### src/hw/vis_pkg.sv
package vis_pkg;

   // --------------------------------------------------
   // default prefetch geometry
   // --------------------------------------------------
   localparam int VIS_COUNT = 24;   // blocks per bank
   localparam int VIS_CBITS = 5;    // block counter width
   localparam int VIS_BSIZE = 24;   // words per block
   localparam int VIS_BBITS = 5;    // word counter width
   localparam int VIS_WIDTH = 32;   // correlator data width
   localparam int VIS_XBITS = 2;    // pending swaps, at most 3 queued

   // --------------------------------------------------
   // state encodings
   // --------------------------------------------------

   // wishbone read master
   typedef enum logic [1:0] {
      FETCH_IDLE = 2'd0,   // waiting for start
      FETCH_BUS  = 2'd1,   // cycle open, waiting for ack
      FETCH_NEXT = 2'd2    // idle gap, step counters
   } fetch_state_e;

   // occupancy of the local sram buffer
   typedef enum logic [1:0] {
      BUF_EMPTY   = 2'd0,  // free for the next bank
      BUF_FILLING = 2'd1,  // prefetch under way
      BUF_FULL    = 2'd2   // holding a bank until streamed out
   } buf_state_e;

endpackage
### src/hw/vis_top.sv
`timescale 1ns/1ps

module vis_top #(
   parameter int COUNT = vis_pkg::VIS_COUNT,
   parameter int CBITS = vis_pkg::VIS_CBITS,
   parameter int BSIZE = vis_pkg::VIS_BSIZE,
   parameter int BBITS = vis_pkg::VIS_BBITS,
   parameter int WIDTH = vis_pkg::VIS_WIDTH,
   parameter int XBITS = vis_pkg::VIS_XBITS,
   localparam int ABITS = CBITS + BBITS   // block and word fields
) (
   input  logic               clk_i,
   input  logic               rst_i,
   input  logic               switch_i,     // bank swap pulse
   input  logic               streamed_i,   // readout finished

   // wishbone classic master toward correlator memory
   output logic               cyc_o,
   output logic               stb_o,
   output logic               we_o,
   output logic [ABITS-1:0]   adr_o,
   output logic [WIDTH/8-1:0] sel_o,
   input  logic               ack_i,
   input  logic [WIDTH-1:0]   dat_i,

   // local sram
   output logic               sram_ce_o,
   output logic               sram_we_o,
   output logic [ABITS-1:0]   sram_ad_o,
   output logic [WIDTH/8-1:0] sram_be_o,
   output logic [WIDTH-1:0]   sram_di_o,

   // status
   output logic               newblock_o,
   output logic [WIDTH-1:0]   checksum_o,
   output logic               overflow_o
);

   logic             start_w;
   logic             done_w;
   logic             beat_w;
   logic [ABITS-1:0] beat_adr_w;
   logic [WIDTH-1:0] beat_dat_w;
   logic             last_w;

   // --------------------------------------------------
   // queue -> fetch -> store
   // --------------------------------------------------
   vis_bank_queue #(
      .XBITS (XBITS)
   ) vis_bank_queue_i (
      .clk_i      (clk_i),
      .rst_i      (rst_i),
      .switch_i   (switch_i),
      .streamed_i (streamed_i),
      .done_i     (done_w),
      .start_o    (start_w),
      .overflow_o (overflow_o)
   );

   vis_fetch #(
      .COUNT (COUNT),
      .CBITS (CBITS),
      .BSIZE (BSIZE),
      .BBITS (BBITS),
      .WIDTH (WIDTH),
      .ABITS (ABITS)
   ) vis_fetch_i (
      .clk_i      (clk_i),
      .rst_i      (rst_i),
      .start_i    (start_w),
      .cyc_o      (cyc_o),
      .stb_o      (stb_o),
      .we_o       (we_o),
      .adr_o      (adr_o),
      .sel_o      (sel_o),
      .ack_i      (ack_i),
      .dat_i      (dat_i),
      .beat_o     (beat_w),
      .beat_adr_o (beat_adr_w),
      .beat_dat_o (beat_dat_w),
      .last_o     (last_w),
      .done_o     (done_w)
   );

   vis_store #(
      .WIDTH (WIDTH),
      .ABITS (ABITS)
   ) vis_store_i (
      .clk_i      (clk_i),
      .rst_i      (rst_i),
      .beat_i     (beat_w),
      .beat_adr_i (beat_adr_w),
      .beat_dat_i (beat_dat_w),
      .last_i     (last_w),
      .sram_ce_o  (sram_ce_o),
      .sram_we_o  (sram_we_o),
      .sram_ad_o  (sram_ad_o),
      .sram_be_o  (sram_be_o),
      .sram_di_o  (sram_di_o),
      .newblock_o (newblock_o),
      .checksum_o (checksum_o)
   );

endmodule

### src/hw/vis_store.sv
`timescale 1ns/1ps

module vis_store #(
   parameter int WIDTH = 32,
   parameter int ABITS = 10
) (
   input  logic               clk_i,
   input  logic               rst_i,

   // beats from the fetch stage
   input  logic               beat_i,
   input  logic [ABITS-1:0]   beat_adr_i,
   input  logic [WIDTH-1:0]   beat_dat_i,
   input  logic               last_i,

   // local sram write port
   output logic               sram_ce_o,
   output logic               sram_we_o,
   output logic [ABITS-1:0]   sram_ad_o,
   output logic [WIDTH/8-1:0] sram_be_o,
   output logic [WIDTH-1:0]   sram_di_o,

   // status
   output logic               newblock_o,   // bank is in sram
   output logic [WIDTH-1:0]   checksum_o    // xor over the whole bank
);

   logic restart_q;   // next beat opens a new bank
   logic last_q;      // last write going out this cycle

   assign sram_be_o = {(WIDTH/8){1'b1}};   // full word writes only

   // --------------------------------------------------
   // sram write, one cycle behind the beat
   // --------------------------------------------------
   always_ff @(posedge clk_i) begin
      if (rst_i) begin
         sram_ce_o <= 1'b0;
         sram_we_o <= 1'b0;
      end else begin
         sram_ce_o <= beat_i;
         sram_we_o <= beat_i;
      end
   end

   always_ff @(posedge clk_i) begin
      if (beat_i) begin
         sram_ad_o <= beat_adr_i;   // same address as the correlator word
         sram_di_o <= beat_dat_i;
      end
   end

   // --------------------------------------------------
   // checksum and bank complete
   // --------------------------------------------------
   always_ff @(posedge clk_i) begin
      if (rst_i) begin
         checksum_o <= '0;
         restart_q  <= 1'b1;
      end else if (beat_i) begin
         // previous total held until the first word of the next bank
         checksum_o <= restart_q ? beat_dat_i : (checksum_o ^ beat_dat_i);
         restart_q  <= last_i;
      end
   end

   always_ff @(posedge clk_i) begin
      if (rst_i) begin
         last_q     <= 1'b0;
         newblock_o <= 1'b0;
      end else begin
         last_q     <= beat_i && last_i;   // lines up with the final write
         newblock_o <= last_q;             // strobe the cycle after
      end
   end

endmodule

### src/hw/vis_fetch.sv
`timescale 1ns/1ps

module vis_fetch #(
   parameter int COUNT = 24,
   parameter int CBITS = 5,
   parameter int BSIZE = 24,
   parameter int BBITS = 5,
   parameter int WIDTH = 32,
   parameter int ABITS = 10
) (
   input  logic               clk_i,
   input  logic               rst_i,
   input  logic               start_i,

   // wishbone classic master, reads only
   output logic               cyc_o,
   output logic               stb_o,
   output logic               we_o,
   output logic [ABITS-1:0]   adr_o,
   output logic [WIDTH/8-1:0] sel_o,
   input  logic               ack_i,
   input  logic [WIDTH-1:0]   dat_i,

   // beats toward the store stage
   output logic               beat_o,
   output logic [ABITS-1:0]   beat_adr_o,
   output logic [WIDTH-1:0]   beat_dat_o,
   output logic               last_o,
   output logic               done_o
);

   vis_pkg::fetch_state_e state_q;
   logic                  req_q;   // drives cyc and stb together
   logic [CBITS-1:0]      blk_q;   // block number
   logic [BBITS-1:0]      wrd_q;   // word within block
   logic                  wrd_end_w;
   logic                  blk_end_w;
   logic                  ack_w;

   assign wrd_end_w = (wrd_q == BBITS'(BSIZE - 1));
   assign blk_end_w = (blk_q == CBITS'(COUNT - 1));
   assign ack_w     = req_q && ack_i;   // ignore stray acks outside a cycle

   // --------------------------------------------------
   // bus side
   // --------------------------------------------------
   assign cyc_o = req_q;
   assign stb_o = req_q;
   assign we_o  = 1'b0;
   assign sel_o = {(WIDTH/8){1'b1}};   // whole words
   assign adr_o = {blk_q, wrd_q};      // block high, word low

   // each acked word goes straight on as a beat
   assign beat_o     = ack_w;
   assign beat_adr_o = adr_o;
   assign beat_dat_o = dat_i;
   assign last_o     = ack_w && wrd_end_w && blk_end_w;
   assign done_o     = last_o;

   // --------------------------------------------------
   // fetch FSM
   // --------------------------------------------------
   always_ff @(posedge clk_i) begin
      if (rst_i) begin
         state_q <= vis_pkg::FETCH_IDLE;
         req_q   <= 1'b0;
         blk_q   <= '0;
         wrd_q   <= '0;
      end else begin
         case (state_q)
            vis_pkg::FETCH_IDLE: begin
               if (start_i) begin
                  blk_q   <= '0;   // start of bank
                  wrd_q   <= '0;
                  req_q   <= 1'b1;
                  state_q <= vis_pkg::FETCH_BUS;
               end
            end
            vis_pkg::FETCH_BUS: begin
               // hold request and address through wait states
               if (ack_w) begin
                  req_q   <= 1'b0;
                  state_q <= (wrd_end_w && blk_end_w) ? vis_pkg::FETCH_IDLE
                                                      : vis_pkg::FETCH_NEXT;
               end
            end
            vis_pkg::FETCH_NEXT: begin
               if (wrd_end_w) begin
                  wrd_q <= '0;
                  blk_q <= blk_q + 1'b1;   // roll into next block
               end else begin
                  wrd_q <= wrd_q + 1'b1;
               end
               req_q   <= 1'b1;            // new cycle after one idle gap
               state_q <= vis_pkg::FETCH_BUS;
            end
            default: begin
               req_q   <= 1'b0;
               state_q <= vis_pkg::FETCH_IDLE;
            end
         endcase
      end
   end

endmodule

### src/hw/vis_bank_queue.sv
`timescale 1ns/1ps

module vis_bank_queue #(
   parameter int XBITS = 2
) (
   input  logic clk_i,
   input  logic rst_i,
   input  logic switch_i,     // one pulse per bank swap
   input  logic streamed_i,   // readout has sent the buffer
   input  logic done_i,       // last word of the bank fetched
   output logic start_o,      // kicks off one prefetch
   output logic overflow_o    // sticky, a swap was lost
);

   logic [XBITS-1:0]    count_q;   // swaps waiting for the buffer
   vis_pkg::buf_state_e state_q;
   logic                full_w;
   logic                push_w;
   logic                pop_w;

   assign full_w = &count_q;                    // all ones is the ceiling
   assign push_w = switch_i && !full_w;         // swaps past the ceiling are dropped
   assign pop_w  = (state_q == vis_pkg::BUF_EMPTY) && (count_q != '0);

   // --------------------------------------------------
   // pending swap counter
   // --------------------------------------------------
   always_ff @(posedge clk_i) begin
      if (rst_i) begin
         count_q <= '0;
      end else if (push_w && !pop_w) begin
         count_q <= count_q + 1'b1;
      end else if (pop_w && !push_w) begin
         count_q <= count_q - 1'b1;
      end   // both or neither leaves it alone
   end

   always_ff @(posedge clk_i) begin
      if (rst_i) begin
         overflow_o <= 1'b0;
      end else if (switch_i && full_w) begin
         overflow_o <= 1'b1;   // held until reset
      end
   end

   // --------------------------------------------------
   // buffer occupancy
   // --------------------------------------------------
   always_ff @(posedge clk_i) begin
      if (rst_i) begin
         state_q <= vis_pkg::BUF_EMPTY;
         start_o <= 1'b0;
      end else begin
         start_o <= 1'b0;                       // single cycle pulse
         case (state_q)
            vis_pkg::BUF_EMPTY: begin
               if (pop_w) begin
                  start_o <= 1'b1;
                  state_q <= vis_pkg::BUF_FILLING;
               end
            end
            vis_pkg::BUF_FILLING: begin
               if (done_i) state_q <= vis_pkg::BUF_FULL;
            end
            vis_pkg::BUF_FULL: begin
               if (streamed_i) state_q <= vis_pkg::BUF_EMPTY;  // readout drained it
            end
            default: state_q <= vis_pkg::BUF_EMPTY;
         endcase
      end
   end

endmodule

### config.mk
export PLATFORM = sky130hd
export DESIGN_NAME = vis_top
export DESIGN_NICKNAME = d
export VERILOG_FILES = /design/src/hw/vis_pkg.sv /design/src/hw/vis_top.sv /design/src/hw/vis_store.sv /design/src/hw/vis_fetch.sv /design/src/hw/vis_bank_queue.sv
export SDC_FILE = /design/constraint.sdc
export NUM_CORES = 1
export LEC_CHECK = 0
export ABC_AREA = 1
export BUFFER_PORTS_ARGS = -buffer_cell sky130_fd_sc_hd__buf_2
export CAP_MARGIN = 15
export CORE_UTILIZATION = 53
export CTS_BUF_LIST = sky130_fd_sc_hd__clkbuf_2
export CTS_CLUSTER_DIAMETER = 100
export CTS_CLUSTER_SIZE = 8
export DETAILED_ROUTE_END_ITERATION = 6
export GPL_TIMING_DRIVEN = 0
export PLACE_DENSITY = 0.83
export SYNTH_ARGS = -nofsm -noshare
export SYNTH_HDL_FRONTEND = slang
export SYNTH_SLANG_ARGS = --single-unit
### constraint.sdc
create_clock -name clk_i -period 2.3 [get_ports clk_i]
set_clock_uncertainty 0.15 [all_clocks]
set_input_delay 0.115 -clock clk_i [delete_from_list [all_inputs] [get_ports clk_i]]
set_output_delay 0.115 -clock clk_i [all_outputs]
set_load 0.05 [all_outputs]
# == Word level (Yosys, flattened, before mapping) ==
# Index checks and enable logic that the tools add are counted.
# word_totals
ff_bits,97
in_bits,37
output_inout_bits,99
wordCells,77
# op_classes
addsub,4
n_eq_ne,12
mux,20
n_bitwise,2
n_reduce_logical,24
# op_table
op,count
32-bit two-way mux,1
32-bit XOR,1
5-bit one-hot mux with 2 select lines,2
2-bit two-way mux,8
5-bit two-way mux,3
2-bit one-hot mux with 3 select lines,2
"5-bit by 1-bit adder with 5-bit output, second input constant",2
"5-bit equality test, second input constant",2
1-bit logical AND,10
"2-bit by 1-bit != test with 1-bit output, second input constant",4
2-bit AND reduction,3
3-bit AND reduction,2
2-bit nonzero test,3
"2-bit by 1-bit equality test with 1-bit output, second input constant",2
"2-bit equality test, second input constant",2
2-bit logical NOT,2
"2-bit != test, second input constant",2
1-bit logical NOT,3
1-bit two-way mux,3
1-bit one-hot mux with 3 select lines,1
"2-bit by 1-bit adder with 2-bit output, second input constant",1
2-bit OR reduction,1
"2-bit by 1-bit subtractor with 2-bit output, second input constant",1
1-bit inverter,1

# == Longest topological paths before layout ==
# Gate-level depths: netlist of the first run.
# logic_depth
word_depth,7
mapped_depth,9
mapped_depth_nobuf,9

# == Cells and area by module ==
# From an unflattened synthesis of the first run, not the netlist that was laid out.
# hier_totals
cells_unflattened,486
hier_area_um2,4195.3
# modules_own_cells
module,n_inst,cells_per_inst,area_per_inst_um2,seq_area_each_um2
vis_store,1,296,2872.8,1981.9
vis_fetch,1,153,1053.5,260.2
vis_bank_queue,1,37,269.0,120.1

# == Worst setup path before layout of the first run ==
# No wires, ideal clock.
# synth_path
kind,register to register
from,reg vis_fetch_i.req_q (netlist: vis_fetch_i.cyc_o)
to,reg vis_bank_queue_i.state_q[0]
t_arrival_ns,1.833
setup_slack_ns,0.189
path_stages_with_launch,7
n_path_buf,1
period_less_slack_ns,2.111
path_cell_list,dfxtp_1 -> nand2_2 -> buf_6 -> inv_2 -> nand3_1 -> nand2_1 -> a21oi_1
# synth_via
elab_chain_len,5
# synth_rtl
item,line,rtl
start: declaration,vis_fetch.sv:33,logic req_q;
start signal: assignment,vis_fetch.sv:66,req_q <= 1'b0;
start signal: assignment,vis_fetch.sv:75,req_q <= 1'b1;
start signal: assignment,vis_fetch.sv:82,req_q <= 1'b0;
1-bit logical AND,vis_fetch.sv:42,assign ack_w = req_q && ack_i;
via beat_w,vis_top.sv:41,logic beat_w;
1-bit logical AND (2 in series),vis_fetch.sv:57,assign last_o = ack_w && wrd_end_w && blk_end_w;
2-bit by 1-bit != test with 1-bit output (no source line),-,
3-bit AND reduction (no source line),-,
end signal: assignment,vis_bank_queue.sv:51,state_q <= vis_pkg::BUF_EMPTY;
end signal: assignment,vis_bank_queue.sv:59,state_q <= vis_pkg::BUF_FILLING;
end signal: assignment,vis_bank_queue.sv:63,if (done_i) state_q <= vis_pkg::BUF_FULL;
end: declaration,vis_bank_queue.sv:16,vis_pkg::buf_state_e state_q;
# The timed path passes the listed nets, and every way through them passes these cells.
# A chain may end at the register's enable or synchronous reset.

# == Worst setup path after layout of the first run ==
# Ends and elaborated chain as after synthesis.

==> results of run 1 <==
[flip-flops by register name, indices dropped and copies added (netlist names), 2 cells and up]
register                  count
vis_bank_queue_i.count_q      2
vis_fetch_i.blk_q             5
vis_fetch_i.wrd_q             5
vis_store_i.sram_ad_o        10
vis_bank_queue_i.state_q      2
vis_store_i.checksum_o       32
vis_fetch_i.state_q           2
vis_store_i.sram_di_o        32
[per-layer routing]
metal	wire, um	part of all wire, %
met2	4910	50
met3	538	5.5
met1	4100	42
met4	187	1.9
met5	0	0
[cells by family after synthesis]
group           Yosys count  synth area share, %
fa+ha+maj                 3                0.874
compound gates           58                 8.54
flops                    97                 55.0
buf+inv                 117                 12.9
simple gates            160                 22.3
xor+xnor                  1                0.204
other cells               2                0.175
[final cells by class]
type | instances | area, sq um
Sequential cell | 97 | 2360
Fill cell | 588 | 2220
Multi-Input combinational cell | 231 | 1410
Timing Repair Buffer | 161 | 986
Inverter | 86 | 335
Buffer | 31 | 220
Tap cell | 102 | 128
Clock inverter | 7 | 61.3
Clock buffer | 9 | 45.0
[power by group through the flow]
stage,clock (W),combinational (W),sequential (W)
5_1_grt,0.000871,0.00151,0.00209
3_3_place_gp,0,0.00133,0.00210
2_1_floorplan,0,0.000639,0.00253
4_1_cts,0.000804,0.00141,0.00207
6_report,0.000789,0.00141,0.00207
3_5_place_dp,0,0.00136,0.00211
[path summary, 6_finish.rpt]
path / startpoint / end / cells past startpoint
min: dat_i[31] / vis_store_i.sram_di_o[31]$_DFFE_PP_ / 2
min reg2reg: vis_store_i.last_q$_SDFF_PP0_ / vis_store_i.newblock_o$_SDFF_PP0_ / 2
max reg2reg: vis_fetch_i.cyc_o$_SDFFE_PP0P_ / vis_bank_queue_i.state_q[0]$_SDFFE_PP0P_ / 6
max: vis_fetch_i.cyc_o$_SDFFE_PP0P_ / vis_bank_queue_i.state_q[0]$_SDFFE_PP0P_ / 6
[repair_timing]
item                                    4_1_cts  5_1_grt
hold endpoints to repair                     86        0
buffers inserted                              0        0
endpoints found under the setup margin        0        1
resized for setup                             0        2
hold buffers                                 36        0
[cell usage after synthesis (all sizes together)]
cell type / n
nor2: 51
nand3: 12
inv: 86
o22ai: 32
xor2: 1
nor4: 32
nand4: 2
and3: 1
edfxtp: 42
o211ai: 1
dfxtp: 55
a211oi: 1
nor3: 1
buf: 31
a31oi: 2
ha: 3
a21oi: 14
a21boi: 1
nand2: 60
o31ai: 1
conb: 2
o21ai: 6
nand3b: 1
[stage by stage]
stage | total power [W] | cell area [sq um] | utilization (%) | hold slack (ns)
6_report | 0.00427 | 5540 | 71.4 | 0.121
2_1_floorplan | 0.00316 | 4320 | - | 0.0639
4_1_cts | 0.00428 | 5540 | 71.3 | 0.0788
5_1_grt | 0.00447 | 5540 | 71.4 | 0.0870
3_5_place_dp | 0.00347 | 5070 | 65.3 | 0.159
3_3_place_gp | 0.00343 | 5070 | 65.3 | 0.157
==> parameters.txt, run 1 <==
Parameter                              Value

GRT
  Most Crowded Layer GR    met2
  Grt ovf    0
  Gr usage total    23.2%
  Number of antenna violations at the first check in global routing    0
  Wire length of the first global-routing pass    between 15000 and 20000 um
  Via count of the first global-routing pass    3426
  Met1 Track Usage GR    27.8%
  GR Layer Usage met3    about 3.7%
  Global-route met2 utilization    between 40% and 50%
  Largest net degree at the start of global routing    46

Critical path
  CP arrival    2.14 ns
  Startpoint type of the worst setup path    flip-flop
  Slowest cell on crit path    sky130_fd_sc_hd__dfxtp_1
  Endpoint class of the critical path    flip-flop
  R2r setup slk    0.46 ns
  Req. time, crit path    2.61 ns
  Crit path largest cell delay    0.44 ns
  CP bufs+invs    2
  Start-to-end type of the worst setup path    flip-flop to flip-flop
  Critical path peak fanout    45
  Top delay family on crit path    buffers and inverters
  CP Cell Sequence    nand2_2 > buf_6 > inv_4 > nand3_1 > nand2_1 > a21oi_1

Synth
  Post-Syn Instances    around 440
  Library cell occupying the most area in the post-synthesis netlist    sky130_fd_sc_hd__edfxtp_1
  Synthesized area divided by synthesized cell count    between 9 and 10 sq um
  Flops & latches, synth    just under 100
  Unique masters post-synth    38
  Total standard cell area after synthesis    approximately 4300 sq um
  Top cells by area in the synthesized netlist    sky130_fd_sc_hd__edfxtp_1, sky130_fd_sc_hd__dfxtp_1, sky130_fd_sc_hd__nor4_2
  Yosys warning total    0
  Proportion of synthesized chip area in sequential cells    a little over half
  Area share of the largest cell type after synthesis    between 20 and 30%

Routing
  Length of the first detailed-routing pass in iterations    4
  Wirelength, routed    9740 um
  Via density per instance    approximately 5
  Routed wirelength normalized by instance count    around 13 um
  Number of design-rule violations left by the first detailed-router iteration    roughly 110
  Routed via count    3618
  Number of remaining DRC errors    0
  Number of nets still failing antenna checks after routing    0

Place
  DP Worst Slack    0.147 ns
  Count of placed standard cells including taps    around 670
  Placed wire-length estimate after detailed placement    6460 um
  RD Place Congestion    0.807
  Buffers on Ports    125

Final layout
  Synthesis-to-finish area growth    29.1%
  Highest-count cells in the layout ignoring fill and taps    sky130_fd_sc_hd__buf_2, sky130_fd_sc_hd__inv_1, sky130_fd_sc_hd__nand2_1, sky130_fd_sc_hd__dfxtp_1, sky130_fd_sc_hd__nor2_1
  Final net count    657
  Count of placed standard cells in the final layout, fillers left out    724
  Most common library cell in the layout ignoring fill and taps    sky130_fd_sc_hd__buf_2
  Fraction of layout cells with a size suffix above 1    34.9%
  Antenna Diode Count    0

STA
  Highest achievable clock rate    0.545 GHz
  Unrepaired setup endpoints after global routing    false
  Slew Limit Headroom    59.9%
  Final setup violating endpoints    0
  Max-slew violations    0
  Total negative slack for setup checks    0 ns
  Minimum clock period    1.84 ns
  Tcrit/Tclk final    79.8%
  Final Hold Vio Count    0
  PnR worst setup slack    0.465 ns
  Worst Max-Slew Pin Slew    around 0.6 ns

Die
  X dimension of the die    around 92 um
  Number of rows created at floorplan    32
  Placeable core region    7770 sq um
  Area of the die    8470 sq um
  Number of ports placed on the die boundary    136
  Starting density of the core    between 50% and 60%
  Height of the die    92.0 um

Clock tree
  TritonCTS Buffers    9
  Cell chosen for the clock root    sky130_fd_sc_hd__clkbuf_2
  H-Tree Depth    3
  Maximum count of clock buffers along a single path    2
  Clock slew seen by the registers of the worst setup and hold paths    between 0.2 and 0.3 ns
  Clk_lat worst skew    0.55 ns
  CTS tree    done
  Num Clock Sinks    97

Pwr
  Net switching share of the total power    between 30% and 40%
  Combinational Power Share    33.1%
  Clock power share    18.5%
  Power dissipated by switching net loads    ~0.0017 W
  Power per Cell Area    771 nW/um^2
  LEAKAGE    2.40 nW
  Sequential Power Share    about half
  Maximum resistive drop on vdd    533 uV
  Internal Dissipation    0.00260 W

Run status
  Status    completed

Hold path
  Class of the most critical hold timing path    primary input to flip-flop

Flow run
  # Max-Cap Violations    0
Note: power is estimated with default switching activity, not from simulation.
==> run 2: changes to the inputs <==
CORE_UTILIZATION = 48   (was 53)
PLACE_DENSITY = 0.79   (was 0.83)
clock period = 1.61 ns   (was 2.3 ns; I/O delays follow)
==> parameters.txt, run 2 (same netlist as run 1, synthesis figures left out) <==
Parameter                              Value

GRT
  Grt ovf    0
  Gr usage total    21.4%
  Wire length of the first global-routing pass    15500 um
  Largest net degree at the start of global routing    46
  Via count of the first global-routing pass    approximately 3.5k
  Number of antenna violations at the first check in global routing    0

STA
  PnR worst setup slack    roughly 0.11 ns
  Unrepaired setup endpoints after global routing    true
  Max-slew violations    0
  Highest achievable clock rate    between 0.6 and 0.7 GHz
  Minimum clock period    1.50 ns
  Tcrit/Tclk final    93.3%
  Final Hold Vio Count    0
  Worst-case hold slack    0.108 ns
  Final setup violating endpoints    0

Routing
  Number of remaining DRC errors    0
  Wirelength, routed    9730 um
  Routed wirelength normalized by instance count    13.3 um
  Length of the first detailed-routing pass in iterations    4
  Via density per instance    4.89
  Number of design-rule violations left by the first detailed-router iteration    69
  Number of nets still failing antenna checks after routing    0
  Routed via count    roughly 3.6k

Final layout
  Most common library cell in the layout ignoring fill and taps    sky130_fd_sc_hd__buf_2
  Highest-count cells in the layout ignoring fill and taps    sky130_fd_sc_hd__buf_2, sky130_fd_sc_hd__inv_1, sky130_fd_sc_hd__nand2_1, sky130_fd_sc_hd__dfxtp_1, sky130_fd_sc_hd__nor2_1
  Final net count    658
  Fraction of layout cells with a size suffix above 1    37.1%
  Antenna Diode Count    0
  Total of fill cells in the finished design    a little over 700
  Top Registers    vis_store_i.checksum_o: 32 flops, vis_store_i.sram_di_o: 32 flops, vis_store_i.sram_ad_o: 10 flops
  Synthesis-to-finish area growth    31.5%

Clock tree
  Maximum count of clock buffers along a single path    2
  Clock slew seen by the registers of the worst setup and hold paths    0.27 ns
  Num Clock Sinks    97
  CTS tree    done
  Cell chosen for the clock root    sky130_fd_sc_hd__clkbuf_2
  H-Tree Depth    3
  TritonCTS Buffers    9
  Clk_lat worst skew    between 0.5 and 0.6 ns

Die
  Area of the die    9330 sq um
  Starting density of the core    49.5%
  X dimension of the die    96.6 um
  Placeable core region    approximately 8700 sq um
  Height of the die    96.6 um
  Number of rows created at floorplan    34
  Number of ports placed on the die boundary    136

Critical path
  Start-to-end type of the worst setup path    flip-flop to output port
  CP arrival    1.27 ns
  Req. time, crit path    roughly 1.4 ns
  Crit path largest cell delay    roughly 0.48 ns
  Top delay family on crit path    flip-flops
  Startpoint type of the worst setup path    flip-flop
  CP bufs+invs    1
  CP Cell Sequence    clkbuf_4
  Critical path peak fanout    6
  Endpoint class of the critical path    output port
  Slowest cell on crit path    sky130_fd_sc_hd__dfxtp_1

Place
  Placed wire-length estimate after detailed placement    6670 um
  Buffers on Ports    125
  DP Worst Slack    -0.0590 ns
  RD Place Congestion    between 0.8 and 0.9

Hold path
  Class of the most critical hold timing path    primary input to flip-flop

Run status
  Status    completed

Pwr
  LEAKAGE    2.43 nW
  Power per Cell Area    1120 nW/um^2
  Maximum resistive drop on vdd    between 600 and 700 uV

Flow run
  # Max-Cap Violations    0
==> run 2: area by class of cell <==
cell class,instances,area (sq um),area share [%]
Multi-Input combinational cell,231,1420,25.2
Sequential cell,97,2380,42.1
Clock buffer,9,45.0,0.798
Tap cell,108,135,2.39
Inverter,86,345,6.12
Buffer,31,221,3.92
Timing Repair Buffer,162,1010,17.8
Clock inverter,7,93.8,1.66
==> run 2: power breakdown <==
part	internal, W	switching (W)
sequential	0.00283	0.000130
combinational	0.000565	0.00150
clock	0.000513	0.000811
total	0.00391	0.00244
==> run 2: final timing paths <==
| check | from | to | slack (ns) | depth (start not counted) |
|---|---|---|---|---|
| max | vis_fetch_i.wrd_q[3]$_SDFFE_PP0P_ | adr_o[3] | 0.11 | 1 |
| min | dat_i[31] | vis_store_i.sram_di_o[31]$_DFFE_PP_ | 0.11 | 2 |
| max reg2reg | vis_bank_queue_i.count_q[1]$_SDFFE_PP0P_ | vis_bank_queue_i.count_q[1]$_SDFFE_PP0P_ | 0.15 | 7 |
| min reg2reg | vis_store_i.last_q$_SDFF_PP0_ | vis_store_i.newblock_o$_SDFF_PP0_ | 0.27 | 2 |
==> run 2: through the flow <==
step	power (W)	utilization, %	setup TNS (ns)	instances	cell area (sq um)
2_1_floorplan	0.00453	-	0	445	4330
3_3_place_gp	0.00490	58.7	-0.00391	678	5090
3_5_place_dp	0.00497	58.7	-0.0590	678	5090
4_1_cts	0.00636	64.5	0	730	5600
5_1_grt	0.00669	65.1	-0.0154	731	5650
6_report	0.00635	65.1	0	731	5650
==> run 2: repair_timing <==
action,4_1_cts,5_1_grt
endpoints found under the hold margin,86,0
setup buffers,0,1
hold buffers,36,0
pin swaps,0,1
gates resized for setup,2,17
endpoints found under the setup margin,2,8
cloned,0,0
==> run 2: layer usage <==
layer,wire [um],share of wire (%),global-route usage (%)
met4,60,0.62,7.97
met1,4190,43,25.0
met5,0,0,0
met2,5010,52,39.0
met3,464,4.8,3.83
